===== config.mk =====
export PLATFORM = sky130hd
export DESIGN_NAME = hci_top
export DESIGN_NICKNAME = d
export VERILOG_FILES = /design/src/source/hci_csr_pkg.sv /design/src/source/hci_queue_pkg.sv /design/src/source/hci_cmd_packer.sv /design/src/source/hci_csr_regs.sv /design/src/source/hci_queue.sv /design/src/source/hci_top.sv
export VERILOG_INCLUDE_DIRS = /design/src /design/src/source
export SDC_FILE = /design/constraint.sdc
export NUM_CORES = 1
export LEC_CHECK = 0
export BUFFER_PORTS_ARGS = -buffer_cell sky130_fd_sc_hd__buf_2
export CAP_MARGIN = 30
export CORE_MARGIN = 3
export CORE_UTILIZATION = 30
export CTS_BUF_LIST = sky130_fd_sc_hd__clkbuf_4
export DETAILED_ROUTE_END_ITERATION = 12
export SYNTH_ARGS = -nofsm -noshare
export SYNTH_HDL_FRONTEND = slang
export SYNTH_HIERARCHICAL = 1
export SYNTH_SLANG_ARGS = --single-unit

===== constraint.sdc =====
create_clock -name clk_i -period 22.2 [get_ports clk_i]
set_input_delay 3.33 -clock clk_i [delete_from_list [all_inputs] [get_ports clk_i]]
set_output_delay 3.33 -clock clk_i [all_outputs]
set_load 0.01 [all_outputs]

===== src/source/hci_cfg.svh =====
/* Build-time macros for the HCI PIO queue core
   CSR map, bus and field widths, queue depth and RESET_CONTROL bit positions */
`ifndef HCI_CFG_SVH
`define HCI_CFG_SVH

`define HCI_CSR_AW 12
`define HCI_CSR_DW 32
`define HCI_QUEUE_DEPTH 8
`define HCI_THLD_W 8

// CSR offsets
`define HCI_ADDR_RESET_CONTROL 12'h010
`define HCI_ADDR_COMMAND_PORT 12'h0C0
`define HCI_ADDR_RESPONSE_PORT 12'h0C4
`define HCI_ADDR_QUEUE_THLD_CTRL 12'h0D0
`define HCI_ADDR_QUEUE_STATUS 12'h0D8

`define HCI_CMD_RST_BIT 1
`define HCI_RESP_RST_BIT 2

// QUEUE_THLD_CTRL fields, QUEUE_STATUS reuses the same layout for counts
`define HCI_CMD_THLD_LSB 0
`define HCI_RESP_THLD_LSB 8

`endif


===== src/source/hci_csr_pkg.sv =====
/* CPU-side access types: CSR address, data word, threshold field
   and the register select decoded from the address */
`include "hci_cfg.svh"

package hci_csr_pkg;

  typedef logic [`HCI_CSR_AW-1:0] csr_addr_t;
  typedef logic [`HCI_CSR_DW-1:0] csr_data_t;

  // One queue threshold field
  typedef logic [`HCI_THLD_W-1:0] thld_t;

  // Register targeted by the pending access
  typedef enum logic [2:0] {
    SEL_NONE,       // Unmapped, reads 0
    SEL_CMD_PORT,
    SEL_RESP_PORT,
    SEL_THLD,
    SEL_RESET,
    SEL_STATUS
  } reg_sel_t;

endpackage


===== src/source/hci_queue_pkg.sv =====
/* Queue payload and occupancy types: command and response descriptors, entry count */
`include "hci_cfg.svh"

package hci_queue_pkg;

  // Two COMMAND_PORT DWORDs, first written lands in lo
  typedef struct packed {
    logic [`HCI_CSR_DW-1:0] hi;
    logic [`HCI_CSR_DW-1:0] lo;
  } cmd_desc_t;

  typedef logic [`HCI_CSR_DW-1:0] resp_desc_t;

  // Holds 0 up to the full depth
  typedef logic [$clog2(`HCI_QUEUE_DEPTH + 1)-1:0] queue_cnt_t;

endpackage


===== src/source/hci_cmd_packer.sv =====
/* Command assembly: pairs COMMAND_PORT DWORDs into a descriptor
   and holds it until the command queue takes it */
module hci_cmd_packer (
  input  logic                      clk_i,
  input  logic                      rst_ni,
  input  logic                      dword_valid_i,
  input  hci_csr_pkg::csr_data_t    dword_data_i,
  output logic                      dword_done_o,
  output logic                      push_valid_o,
  output hci_queue_pkg::cmd_desc_t  push_data_o,
  input  logic                      push_ready_i,
  input  logic                      flush_i
);
  import hci_csr_pkg::*;
  import hci_queue_pkg::*;

  logic      have_lo_q;
  logic      push_valid_q;
  csr_data_t lo_q;
  cmd_desc_t desc_q;
  logic      slot_free;

  // Output slot empty now or emptied this cycle
  assign slot_free    = !push_valid_q || push_ready_i;
  assign dword_done_o = dword_valid_i && slot_free && !flush_i;
  assign push_valid_o = push_valid_q;
  assign push_data_o  = desc_q;

  always_ff @(posedge clk_i or negedge rst_ni) begin
    if (!rst_ni) begin
      have_lo_q    <= 1'b0;
      push_valid_q <= 1'b0;
    end else if (flush_i) begin
      have_lo_q    <= 1'b0; // Drop partial and held command
      push_valid_q <= 1'b0;
    end else begin
      if (push_valid_q && push_ready_i) push_valid_q <= 1'b0;
      if (dword_done_o) begin
        have_lo_q <= !have_lo_q;
        if (have_lo_q) push_valid_q <= 1'b1; // Second DWORD completes it
      end
    end
  end

  always_ff @(posedge clk_i) begin
    if (dword_done_o) begin
      if (!have_lo_q) begin
        lo_q <= dword_data_i;
      end else begin
        desc_q.hi <= dword_data_i;
        desc_q.lo <= lo_q;
      end
    end
  end

  // Descriptor held steady while the queue stalls
  a_push_stable: assert property (@(posedge clk_i) disable iff (!rst_ni)
    push_valid_o && !push_ready_i && !flush_i |=> push_valid_o && $stable(push_data_o));

endmodule


===== src/source/hci_csr_regs.sv =====
/* CSR block: request decode and pending access, threshold and reset-control registers,
   status readback, COMMAND_PORT forwarding and RESPONSE_PORT reads */
`include "hci_cfg.svh"

module hci_csr_regs (
  input  logic                       clk_i,
  input  logic                       rst_ni,
  input  logic                       cpu_req_i,
  input  logic                       cpu_wr_i,
  input  hci_csr_pkg::csr_addr_t     cpu_addr_i,
  input  hci_csr_pkg::csr_data_t     cpu_wdata_i,
  output logic                       cpu_ack_o,
  output hci_csr_pkg::csr_data_t     cpu_rdata_o,
  output logic                       dword_valid_o,
  output hci_csr_pkg::csr_data_t     dword_data_o,
  input  logic                       dword_done_i,
  input  logic                       resp_valid_i,
  input  hci_queue_pkg::resp_desc_t  resp_data_i,
  output logic                       resp_pop_o,
  output hci_csr_pkg::thld_t         cmd_thld_o,
  output hci_csr_pkg::thld_t         resp_thld_o,
  output logic                       cmd_flush_o,
  output logic                       resp_flush_o,
  input  hci_queue_pkg::queue_cnt_t  cmd_cnt_i,
  input  hci_queue_pkg::queue_cnt_t  resp_cnt_i
);
  import hci_csr_pkg::*;

  reg_sel_t  req_sel;
  reg_sel_t  sel_q;
  logic      pending_q;
  logic      wr_q;
  csr_data_t wdata_q;
  logic      access_done;
  logic      wr_ack;
  thld_t     cmd_thld_q;
  thld_t     resp_thld_q;
  logic      cmd_rst_q;
  logic      resp_rst_q;

  // Keep a programmed threshold within 1..depth
  function automatic thld_t clamp_thld(input thld_t val);
    if (val == '0) return thld_t'(1);
    if (val > thld_t'(`HCI_QUEUE_DEPTH)) return thld_t'(`HCI_QUEUE_DEPTH);
    return val;
  endfunction

  always_comb begin
    unique case (cpu_addr_i)
      `HCI_ADDR_COMMAND_PORT:    req_sel = SEL_CMD_PORT;
      `HCI_ADDR_RESPONSE_PORT:   req_sel = SEL_RESP_PORT;
      `HCI_ADDR_QUEUE_THLD_CTRL: req_sel = SEL_THLD;
      `HCI_ADDR_RESET_CONTROL:   req_sel = SEL_RESET;
      `HCI_ADDR_QUEUE_STATUS:    req_sel = SEL_STATUS;
      default:                   req_sel = SEL_NONE;
    endcase
  end

  // One access in flight, opened by the request pulse
  always_ff @(posedge clk_i or negedge rst_ni) begin
    if (!rst_ni) begin
      pending_q <= 1'b0;
      wr_q      <= 1'b0;
      sel_q     <= SEL_NONE;
    end else if (cpu_req_i) begin
      pending_q <= 1'b1;
      wr_q      <= cpu_wr_i;
      sel_q     <= req_sel;
    end else if (cpu_ack_o) begin
      pending_q <= 1'b0;
    end
  end

  always_ff @(posedge clk_i) begin
    if (cpu_req_i) wdata_q <= cpu_wdata_i;
  end

  // Port accesses wait on the packer or the response queue
  always_comb begin
    access_done = 1'b1;
    if (sel_q == SEL_CMD_PORT && wr_q) access_done = dword_done_i;
    if (sel_q == SEL_RESP_PORT && !wr_q) access_done = resp_valid_i;
  end

  assign cpu_ack_o     = pending_q && access_done;
  assign wr_ack        = cpu_ack_o && wr_q;
  assign dword_valid_o = pending_q && wr_q && (sel_q == SEL_CMD_PORT);
  assign dword_data_o  = wdata_q;
  assign resp_pop_o    = cpu_ack_o && !wr_q && (sel_q == SEL_RESP_PORT);

  always_ff @(posedge clk_i or negedge rst_ni) begin
    if (!rst_ni) begin
      cmd_thld_q  <= '0; // Trigger off until programmed
      resp_thld_q <= '0;
      cmd_rst_q   <= 1'b0;
      resp_rst_q  <= 1'b0;
    end else begin
      cmd_rst_q  <= 1'b0; // Self-clearing
      resp_rst_q <= 1'b0;
      if (wr_ack && sel_q == SEL_THLD) begin
        cmd_thld_q  <= clamp_thld(wdata_q[`HCI_CMD_THLD_LSB +: `HCI_THLD_W]);
        resp_thld_q <= clamp_thld(wdata_q[`HCI_RESP_THLD_LSB +: `HCI_THLD_W]);
      end
      if (wr_ack && sel_q == SEL_RESET) begin
        cmd_rst_q  <= wdata_q[`HCI_CMD_RST_BIT];
        resp_rst_q <= wdata_q[`HCI_RESP_RST_BIT];
      end
    end
  end

  assign cmd_thld_o   = cmd_thld_q;
  assign resp_thld_o  = resp_thld_q;
  assign cmd_flush_o  = cmd_rst_q;
  assign resp_flush_o = resp_rst_q;

  always_comb begin
    cpu_rdata_o = '0;
    if (!wr_q) begin
      unique case (sel_q)
        SEL_RESP_PORT: cpu_rdata_o = resp_data_i;
        SEL_THLD: begin
          cpu_rdata_o[`HCI_CMD_THLD_LSB +: `HCI_THLD_W]  = cmd_thld_q;
          cpu_rdata_o[`HCI_RESP_THLD_LSB +: `HCI_THLD_W] = resp_thld_q;
        end
        SEL_RESET: begin
          cpu_rdata_o[`HCI_CMD_RST_BIT]  = cmd_rst_q;
          cpu_rdata_o[`HCI_RESP_RST_BIT] = resp_rst_q;
        end
        SEL_STATUS: begin
          cpu_rdata_o[`HCI_CMD_THLD_LSB +: $bits(cmd_cnt_i)]   = cmd_cnt_i;
          cpu_rdata_o[`HCI_RESP_THLD_LSB +: $bits(resp_cnt_i)] = resp_cnt_i;
        end
        default: ; // Command port and unmapped read 0
      endcase
    end
  end

  // Each ack answers a request that no earlier ack has closed
  a_ack_pending: assert property (@(posedge clk_i) disable iff (!rst_ni)
    cpu_ack_o |-> $past(cpu_req_i) || $past(pending_q && !cpu_ack_o));

  a_cmd_flush_pulse: assert property (@(posedge clk_i) disable iff (!rst_ni)
    cmd_flush_o |=> !cmd_flush_o);

  a_resp_flush_pulse: assert property (@(posedge clk_i) disable iff (!rst_ni)
    resp_flush_o |=> !resp_flush_o);

endmodule


===== src/source/hci_queue.sv =====
/* Circular-buffer FIFO with typed payload, fill count, full/empty flags,
   ready-threshold trigger and synchronous flush */
`include "hci_cfg.svh"

module hci_queue #(
  parameter type         payload_t = hci_queue_pkg::resp_desc_t,
  parameter int unsigned Depth     = `HCI_QUEUE_DEPTH
) (
  input  logic                       clk_i,
  input  logic                       rst_ni,
  input  logic                       flush_i,
  input  logic                       push_valid_i,
  input  payload_t                   push_data_i,
  output logic                       push_ready_o,
  output logic                       pop_valid_o,
  output payload_t                   pop_data_o,
  input  logic                       pop_ready_i,
  input  hci_csr_pkg::thld_t         thld_i,
  output hci_queue_pkg::queue_cnt_t  cnt_o,
  output logic                       full_o,
  output logic                       empty_o,
  output logic                       thld_trig_o
);
  import hci_csr_pkg::*;
  import hci_queue_pkg::*;

  localparam int unsigned PtrW = (Depth > 1) ? $clog2(Depth) : 1;
  // Wider than a DWORD means command descriptors, filled by the CPU
  localparam bit CpuFed = ($bits(payload_t) > `HCI_CSR_DW);

  payload_t        mem_q [Depth];
  logic [PtrW-1:0] wr_ptr_q;
  logic [PtrW-1:0] rd_ptr_q;
  queue_cnt_t      cnt_q;
  queue_cnt_t      free_slots;
  thld_t           level;
  logic            push_en;
  logic            pop_en;

  function automatic logic [PtrW-1:0] next_ptr(input logic [PtrW-1:0] ptr);
    if (ptr == PtrW'(Depth - 1)) return '0;
    return ptr + 1'b1;
  endfunction

  assign full_o       = (cnt_q == queue_cnt_t'(Depth));
  assign empty_o      = (cnt_q == '0);
  assign push_ready_o = !full_o;
  assign pop_valid_o  = !empty_o;
  assign pop_data_o   = mem_q[rd_ptr_q]; // Head entry, visible the cycle after its push
  assign cnt_o        = cnt_q;

  assign push_en = push_valid_i && push_ready_o;
  assign pop_en  = pop_valid_o && pop_ready_i;

  always_ff @(posedge clk_i) begin
    if (push_en) mem_q[wr_ptr_q] <= push_data_i;
  end

  always_ff @(posedge clk_i or negedge rst_ni) begin
    if (!rst_ni) begin
      wr_ptr_q <= '0;
      rd_ptr_q <= '0;
      cnt_q    <= '0;
    end else if (flush_i) begin
      wr_ptr_q <= '0; // Soft reset wins over traffic
      rd_ptr_q <= '0;
      cnt_q    <= '0;
    end else begin
      if (push_en) wr_ptr_q <= next_ptr(wr_ptr_q);
      if (pop_en) rd_ptr_q <= next_ptr(rd_ptr_q);
      unique case ({push_en, pop_en})
        2'b10:   cnt_q <= cnt_q + 1'b1;
        2'b01:   cnt_q <= cnt_q - 1'b1;
        default: ; // Both or neither, count holds
      endcase
    end
  end

  // Command side watches free slots, response side watches entries
  assign free_slots  = queue_cnt_t'(Depth) - cnt_q;
  assign level       = CpuFed ? thld_t'(free_slots) : thld_t'(cnt_q);
  assign thld_trig_o = (thld_i != '0) && (level >= thld_i); // Zero means not programmed

  // A full queue left unpopped stays full, nothing slipped in
  a_no_push_full: assert property (@(posedge clk_i) disable iff (!rst_ni)
    full_o && !pop_en && !flush_i |=> full_o && $stable(wr_ptr_q));

  a_no_pop_empty: assert property (@(posedge clk_i) disable iff (!rst_ni)
    empty_o && !push_en && !flush_i |=> empty_o && $stable(rd_ptr_q));

endmodule


===== src/source/hci_top.sv =====
/* HCI PIO queue core top: CSR block, command packer, command and response queues */
`include "hci_cfg.svh"

module hci_top (
  input  logic                       clk_i,
  input  logic                       rst_ni,

  // CPU request/acknowledge
  input  logic                       cpu_req_i,
  input  logic                       cpu_wr_i,
  input  hci_csr_pkg::csr_addr_t     cpu_addr_i,
  input  hci_csr_pkg::csr_data_t     cpu_wdata_i,
  output logic                       cpu_ack_o,
  output hci_csr_pkg::csr_data_t     cpu_rdata_o,

  // Controller command pop
  output logic                       hci_cmd_rvalid_o,
  input  logic                       hci_cmd_rready_i,
  output hci_queue_pkg::cmd_desc_t   hci_cmd_rdata_o,

  // Controller response push
  input  logic                       hci_resp_wvalid_i,
  output logic                       hci_resp_wready_o,
  input  hci_queue_pkg::resp_desc_t  hci_resp_wdata_i,

  output logic                       hci_cmd_full_o,
  output logic                       hci_cmd_empty_o,
  output logic                       hci_cmd_ready_thld_trig_o,
  output hci_queue_pkg::queue_cnt_t  hci_cmd_depth_o,
  output logic                       hci_resp_full_o,
  output logic                       hci_resp_empty_o,
  output logic                       hci_resp_ready_thld_trig_o,
  output hci_queue_pkg::queue_cnt_t  hci_resp_depth_o
);
  import hci_csr_pkg::*;
  import hci_queue_pkg::*;

  logic       dword_valid;
  csr_data_t  dword_data;
  logic       dword_done;
  logic       cmd_push_valid;
  cmd_desc_t  cmd_push_data;
  logic       cmd_push_ready;
  logic       resp_valid;
  resp_desc_t resp_data;
  logic       resp_pop;
  thld_t      cmd_thld;
  thld_t      resp_thld;
  logic       cmd_flush;
  logic       resp_flush;

  hci_csr_regs u_csr_regs (
    .clk_i,
    .rst_ni,
    .cpu_req_i,
    .cpu_wr_i,
    .cpu_addr_i,
    .cpu_wdata_i,
    .cpu_ack_o,
    .cpu_rdata_o,
    .dword_valid_o (dword_valid),
    .dword_data_o  (dword_data),
    .dword_done_i  (dword_done),
    .resp_valid_i  (resp_valid),
    .resp_data_i   (resp_data),
    .resp_pop_o    (resp_pop),
    .cmd_thld_o    (cmd_thld),
    .resp_thld_o   (resp_thld),
    .cmd_flush_o   (cmd_flush),
    .resp_flush_o  (resp_flush),
    .cmd_cnt_i     (hci_cmd_depth_o),
    .resp_cnt_i    (hci_resp_depth_o)
  );

  hci_cmd_packer u_cmd_packer (
    .clk_i,
    .rst_ni,
    .dword_valid_i (dword_valid),
    .dword_data_i  (dword_data),
    .dword_done_o  (dword_done),
    .push_valid_o  (cmd_push_valid),
    .push_data_o   (cmd_push_data),
    .push_ready_i  (cmd_push_ready),
    .flush_i       (cmd_flush)
  );

  hci_queue #(
    .payload_t (cmd_desc_t),
    .Depth     (`HCI_QUEUE_DEPTH)
  ) cmd_queue (
    .clk_i,
    .rst_ni,
    .flush_i      (cmd_flush),
    .push_valid_i (cmd_push_valid),
    .push_data_i  (cmd_push_data),
    .push_ready_o (cmd_push_ready),
    .pop_valid_o  (hci_cmd_rvalid_o),
    .pop_data_o   (hci_cmd_rdata_o),
    .pop_ready_i  (hci_cmd_rready_i),
    .thld_i       (cmd_thld),
    .cnt_o        (hci_cmd_depth_o),
    .full_o       (hci_cmd_full_o),
    .empty_o      (hci_cmd_empty_o),
    .thld_trig_o  (hci_cmd_ready_thld_trig_o)
  );

  hci_queue #(
    .payload_t (resp_desc_t),
    .Depth     (`HCI_QUEUE_DEPTH)
  ) resp_queue (
    .clk_i,
    .rst_ni,
    .flush_i      (resp_flush),
    .push_valid_i (hci_resp_wvalid_i),
    .push_data_i  (hci_resp_wdata_i),
    .push_ready_o (hci_resp_wready_o),
    .pop_valid_o  (resp_valid),
    .pop_data_o   (resp_data),
    .pop_ready_i  (resp_pop),
    .thld_i       (resp_thld),
    .cnt_o        (hci_resp_depth_o),
    .full_o       (hci_resp_full_o),
    .empty_o      (hci_resp_empty_o),
    .thld_trig_o  (hci_resp_ready_thld_trig_o)
  );

endmodule


======== Word level (Yosys, flattened, before mapping) ========
Memories as Yosys holds them, arrays and structs flattened.
Index checks and enable logic that the tools add are counted.
word-level totals
  ROM bits ................................ 0
  output and inout bits ................... 113
  bits of input ports ..................... 82
  register bits after elaboration ......... 173
  word-level logic and storage cells ...... 173
  memories ................................ 2
  latch bits .............................. 0
  memory bits (writable) .................. 768
memory list
  memory            words  width  rd ports  clocked after Yosys merged registers in  write ports  line             RTL
  cmd_queue.mem_q   8      64     1         0                                        1            hci_queue.sv:31  payload_t mem_q [Depth];
  resp_queue.mem_q  8      32     1         0                                        1            hci_queue.sv:31
cells by class
  $mul .................................... 0
  $lt $le $gt $ge ......................... 4
  muxes and demuxes ....................... 75
  bitwise gates (word level) .............. 1
  reductions and logical operators ........ 43
  shift operators ......................... 0
  divide/modulo/power cells ............... 0
  equal/unequal tests ..................... 20
  add/subtract/negate cells ............... 9
operator list
  operator                                               number
  2-to-1 mux 8 bit                                       8
  equality test 12 x 8 -> 1 bit (second input constant)  4
  2-to-1 mux 3 bit                                       16
  2-to-1 mux 1 bit                                       38
  2-to-1 mux 32 bit                                      1
  one-hot mux 4 bit (2 select lines)                     4
  equality test 3 bit (second input constant)            6
  logical AND 1 bit                                      18
  >= comparator 4 x 8 -> 1 bit                           2
  > comparator 8 x 4 -> 1 bit (second input constant)    2
  logical NOT 8 bit                                      2
  2-to-1 mux 16 bit                                      1
  nonzero test 8 bit                                     2
  one-hot mux 3 bit (5 select lines)                     1
  adder 3 x 1 -> 3 bit (second input constant)           4
  equality test 12 x 5 -> 1 bit (second input constant)  1
  one-hot mux 4 bit (3 select lines)                     1
  nonzero test 2 bit                                     6
  adder 4 x 1 -> 4 bit (second input constant)           2
  equality test 4 bit (second input constant)            2
  logical NOT 1 bit                                      8
  logical NOT 4 bit                                      2
  2-to-1 mux 4 bit                                       2
  one-hot mux 2 bit (4 select lines)                     1
  11 further kinds                                       18

======== Depth between registers and ports, before layout ========
  depth after elaboration ................. 16
  gate-level depth with buffers ........... 16
  mapped depth without buffers ............ 16

======== Modules after synthesis ========
The synthesis kept the hierarchy.
modules (own cells, without submodules)
  module                   cells an instance  area each (sq um)  seq. area each (sq um)  times used
  hci_queue at cmd_queue   844                20066.7            15625.0                 1
  hci_queue at resp_queue  466                10505.1            7937.6                  1
  hci_cmd_packer           108                3007.9             2932.8                  1
  hci_csr_regs             188                2538.7             1536.5                  1

======== Least setup slack after synthesis ========
No wires, ideal clock.
  path type ............................... reg-to-reg
  start ................................... register cmd_queue.cnt_q[0] (netlist: cmd_queue/cnt_o[0])
  end ..................................... memory cmd_queue/mem_q[0][0] (netlist bit) (enable)
  library setup time ...................... 0.644 ns
  cell stages (with the launch flop) ...... 6
  required time ........................... 21.556 ns
  clock period less this slack ............ 7.903 ns
  arrival ................................. 7.259 ns
  slack ................................... 14.297 ns
  buffers on the path ..................... 0
  cells stage by stage .................... dfrtp_1 -> inv_1 -> ha_1 -> nand3b_1 -> nand2_1 -> nor4_1
between the ends
  cells in the longest elaborated chain, start to end .. 5
ends and longest elaborated chain
  what                                    line             RTL
  start, declared                         hci_queue.sv:34  queue_cnt_t cnt_q;
  start signal, assigned                  hci_queue.sv:72  2'b10: cnt_q <= cnt_q + 1'b1;
  start signal, assigned                  hci_queue.sv:73  2'b01: cnt_q <= cnt_q - 1'b1;
  equality test 4 bit                     hci_queue.sv:45  assign full_o = (cnt_q == queue_cnt_t'(Depth));
  logical NOT 1 bit                       hci_queue.sv:47  assign push_ready_o = !full_o;
  net cmd_push_ready                      hci_top.sv:43    logic cmd_push_ready;
  logical AND 1 bit                       hci_queue.sv:52  assign push_en = push_valid_i && push_ready_o;
  2-to-1 mux 1 bit                        hci_queue.sv:56  if (push_en) mem_q[wr_ptr_q] <= push_data_i;
  2-to-1 mux 1 bit (implied by the code)  hci_queue.sv:56
  end, declared                           hci_queue.sv:31
The timed path passes the listed nets, and every way through them passes these cells.

==> impl_results.md <==
- DR vias/cell: about 4.7
- Largest net degree at the start of global routing: 67
- Fin. max-slew vios: 0
- Largest family of logic cells by synthesized area: multiplexers
- Layout area overhead: 17.3%
- Area of the multi-input gates: 7630 µm²
- Core area: about 120,000 µm²
- Worst skew pair latency: 1.09 ns
- Final Cycle Share: 36.2%
- Gpl congestion: 0.766
- Hold Path Class: register to register
- Sw frac: 27.7%
- Pwr per Cell Area: 104 nW/µm²
- WP data arrival: 4.71 ns
- Vias in the first global route: 18,900
- Chip Height: around 350 µm
- Top post-synthesis cells by area: edfxtp_1, mux4_2, dfrtp_1, mux2_2, ha_1
- Multiplexer share of the synthesized area: 15.4%
- Routed WL per cell: 22.0 µm
- Synth top area share: 74.5%
- Fmax: between 100 and 150 MHz
- Hold Worst Slack: ~0.41 ns
- Post-synth top flop: edfxtp_1
- CTS Buf Count: 224
- Adder-cell share of the synthesized area: 0.838%
- Most common cell in the synthesized netlist: edfxtp_1
- Seq/Total Area, Yosys: 77.6%
- Sink Count: 941
- Syn Nets: 1,711
- Fin. Hold Viols: 0
- Yosys Warn Count: 6
- Commonest cells in the netlist: edfxtp_1, mux4_2, mux2_2, dfrtp_1, nor2_1
- RSZ-0062 raised after global routing: no
- WHS Path Cells: 0
- Crit. End Element: primary output
- Internal: between 3000 and 4000 µW
- Net count, final: ~2,100
- Worst setup endpoint: hci_cmd_rdata_o[49]
- Maxcap violations: 0
- Tot Pwr: 4420 µW
- FF-to-FF path depth: 14
- Die X: 353 µm
- CTS tree: yes
- Final setup violating endpoints: 0
- Status: finished clean
- Flop pwr share: 47.8%
- Post-route minimum period: 8.04 ns
- Share of cells above drive strength 1: 42.4%
- Lkg Pwr: 0.0140 µW
- Simple-gate area share of the yosys netlist: 2.84%
- Logic pwr share: around 20%
- CTS max path bufs: 3
- Req. time, crit path: between 15 and 20 ns
- Post-synth EDFFs: 896
- Ys async rst share: 4.78%
- Psw: around 1200 µW
- Initial Util: 30.4%
- Post-CTS setup buffer count: 0
- Critical path launch point: cmd_queue/rd_ptr_q[0]
- Worst slew pin tran: 0.994 ns
- Startpoint class of the critical path: register
- CTS HTree Levels: 4
- Fillers: 11,000
- Antenna Nets Post-Route: 0
- Beginning of the worst register-to-register path: u_csr_regs/sel_q[0]
- Synthesized area: around 36,000 µm²
- Port bufs: 194
- Pre-antenna DRT Iters: 5
- Total gr overflow: 0
- Antenna violations before repair: 19
- Reg2Reg Setup Slack: 17.95 ns
- Crit path kind: register to primary output
- Sequential Area: 28,100 µm²
- Setup TNS Final: 0 ns
- Seq cells post-synth: 941
- Synth Area in Compound Gates: 1.61%
- DRC viols: 0
- VDD IR-drop max: 0.0718 mV
- Root Driver: clkbuf_4
- Cts hold-fix bufs: 0
- Clock network power share: 31.8%
- GRT Total Usage: 13.4%
- Std-Cell Rows: between 100 and 150
- Syn_area_per_cell: 22.5 µm²
- Distinct cells, synth: 75
- 1st-iter DRT viols: about 1,200
- DIE AREA: 125,000 µm²
- Synth area leader: edfxtp_1
- I/O pin count: 195
- Xor and xnor area share after synthesis: 0.170%
- Slew HR: 33.7%
- Synthesized instance count: 1,606
- Post-DP HPWL: 50,500 µm
- CTS resizes: 0
- DR vias: 17,700
- Final wirelength: 83,600 µm
- Worst Path Max Fanout: 40
- Max Clock Skew: 0.0882 ns
- Reg2Reg Capture Point: resp_queue/cnt_o[3]
- Wire length of the first global-routing pass: 124,000 µm
- Clk pin slew, worst setup/hold paths: approximately 0.070 ns
## worst min-delay path by stage
stage,endpoint,slack (ns),startpoint
2_1_floorplan,u_cmd_packer/push_data_o[0],0.40,u_cmd_packer/lo_q[0]
3_3_place_gp,u_cmd_packer/push_data_o[29],0.40,u_cmd_packer/lo_q[29]
3_5_place_dp,u_cmd_packer/push_data_o[27],0.40,u_cmd_packer/lo_q[27]
4_1_cts,u_cmd_packer/push_data_o[11],0.37,u_cmd_packer/lo_q[11]
5_1_grt,u_cmd_packer/push_data_o[11],0.40,u_cmd_packer/lo_q[11]
6_report,u_cmd_packer/push_data_o[11],0.41,u_cmd_packer/lo_q[11]
## cells by family (layout without fill, tap and decap cells)
| family | count (synthesis) | after routing |
|---|---|---|
| AO/OA/AOI/OAI | 82 | 82 |
| XOR/XNOR | 7 | 7 |
| adder cells (fa/ha/maj) | 23 | 23 |
| buffers and inverters | 94 | 668 |
| flip-flops | 941 | 941 |
| multiplexers | 299 | 299 |
| other | 0 | 16 |
| AND/OR/NAND/NOR | 160 | 160 |
## per-stage QoR
step / setup slack (ns) / utilization, % / instance area [µm²] / cells
global placement: 14.89 / 32.8 / 39000 / 3363
finish: 14.16 / 35.7 / 42400 / 3796
floorplan: 14.30 / - / 36100 / 1606
CTS: 13.90 / 35.6 / 42300 / 3779
global route: 13.64 / 35.7 / 42300 / 3786
detailed placement: 15.10 / 33.2 / 39400 / 3378
## per-layer routing
layer  part of all wire, %  up-vias  GRT usage (%)  wire length [µm]
met2                    49      636           21.9             41000
met5                 0.091        -              0                76
li1                      -     7680              -                 -
met3                   8.7      108           4.90              7240
met1                    41     9287           16.7             34000
met4                   1.5       10           3.88              1270
## area by class of cell
class	instances	share of cell area [%]
Sequential cell	941	66.2
Antenna cell	16	0.0945
Tap cell	1600	4.72
Clock buffer	325	5.76
Clock inverter	76	1.15
Inverter	22	0.195
Timing Repair Buffer	245	3.89
Multi-Input combinational cell	571	18.0
## power groups by stage
stage               sequential [µW]  combinational (µW)  clock, µW
global route                   2130                 976       1560
CTS                            2120                 929       1460
global placement               2170                 884          0
detailed placement             2160                 925          0
floorplan                      2090                 648          0
finish                         2110                 900       1410
## sequential cells by signal, summed over array words and instances, names as in the netlist, 8 cells and up
register                  count
u_cmd_packer/lo_q            32
cmd_queue/mem_q             512
resp_queue/mem_q            256
u_cmd_packer/push_data_o     64
u_csr_regs/cmd_thld_o         8
u_csr_regs/dword_data_o      32
u_csr_regs/resp_thld_o        8
## critical path, cell delays in order (launching register included)
cell,delay [ns]
dfrtp_4,0.72
buf_16,0.32
buf_4,0.70
buf_4,0.75
mux4_2,0.58
mux2_2,0.31
buf_2,0.15
## cells in the final DEF (no fill, tap or decap), types with 7 or more instances in the layout
cell type	instances
edfxtp_1	896
clkbuf_4	325
buf_2	194
mux4_2	182
mux2_2	97
clkinv_1	53
dfrtp_1	40
buf_4	35
a21oi_1	22
inv_1	21
nand2_1	21
ha_1	21
nor2_1	18
and2_1	17
diode_2	16
a22o_1	14
buf_16	13
and3b_1	13
nand2b_1	10
nor3_2	10
mux4_1	10
o21ai_0	10
clkinv_2	9
and2_4	8
nor3_1	7
nand3_1	7
mux2i_1	7
No activity file was read; power rests on OpenSTA's default activity.
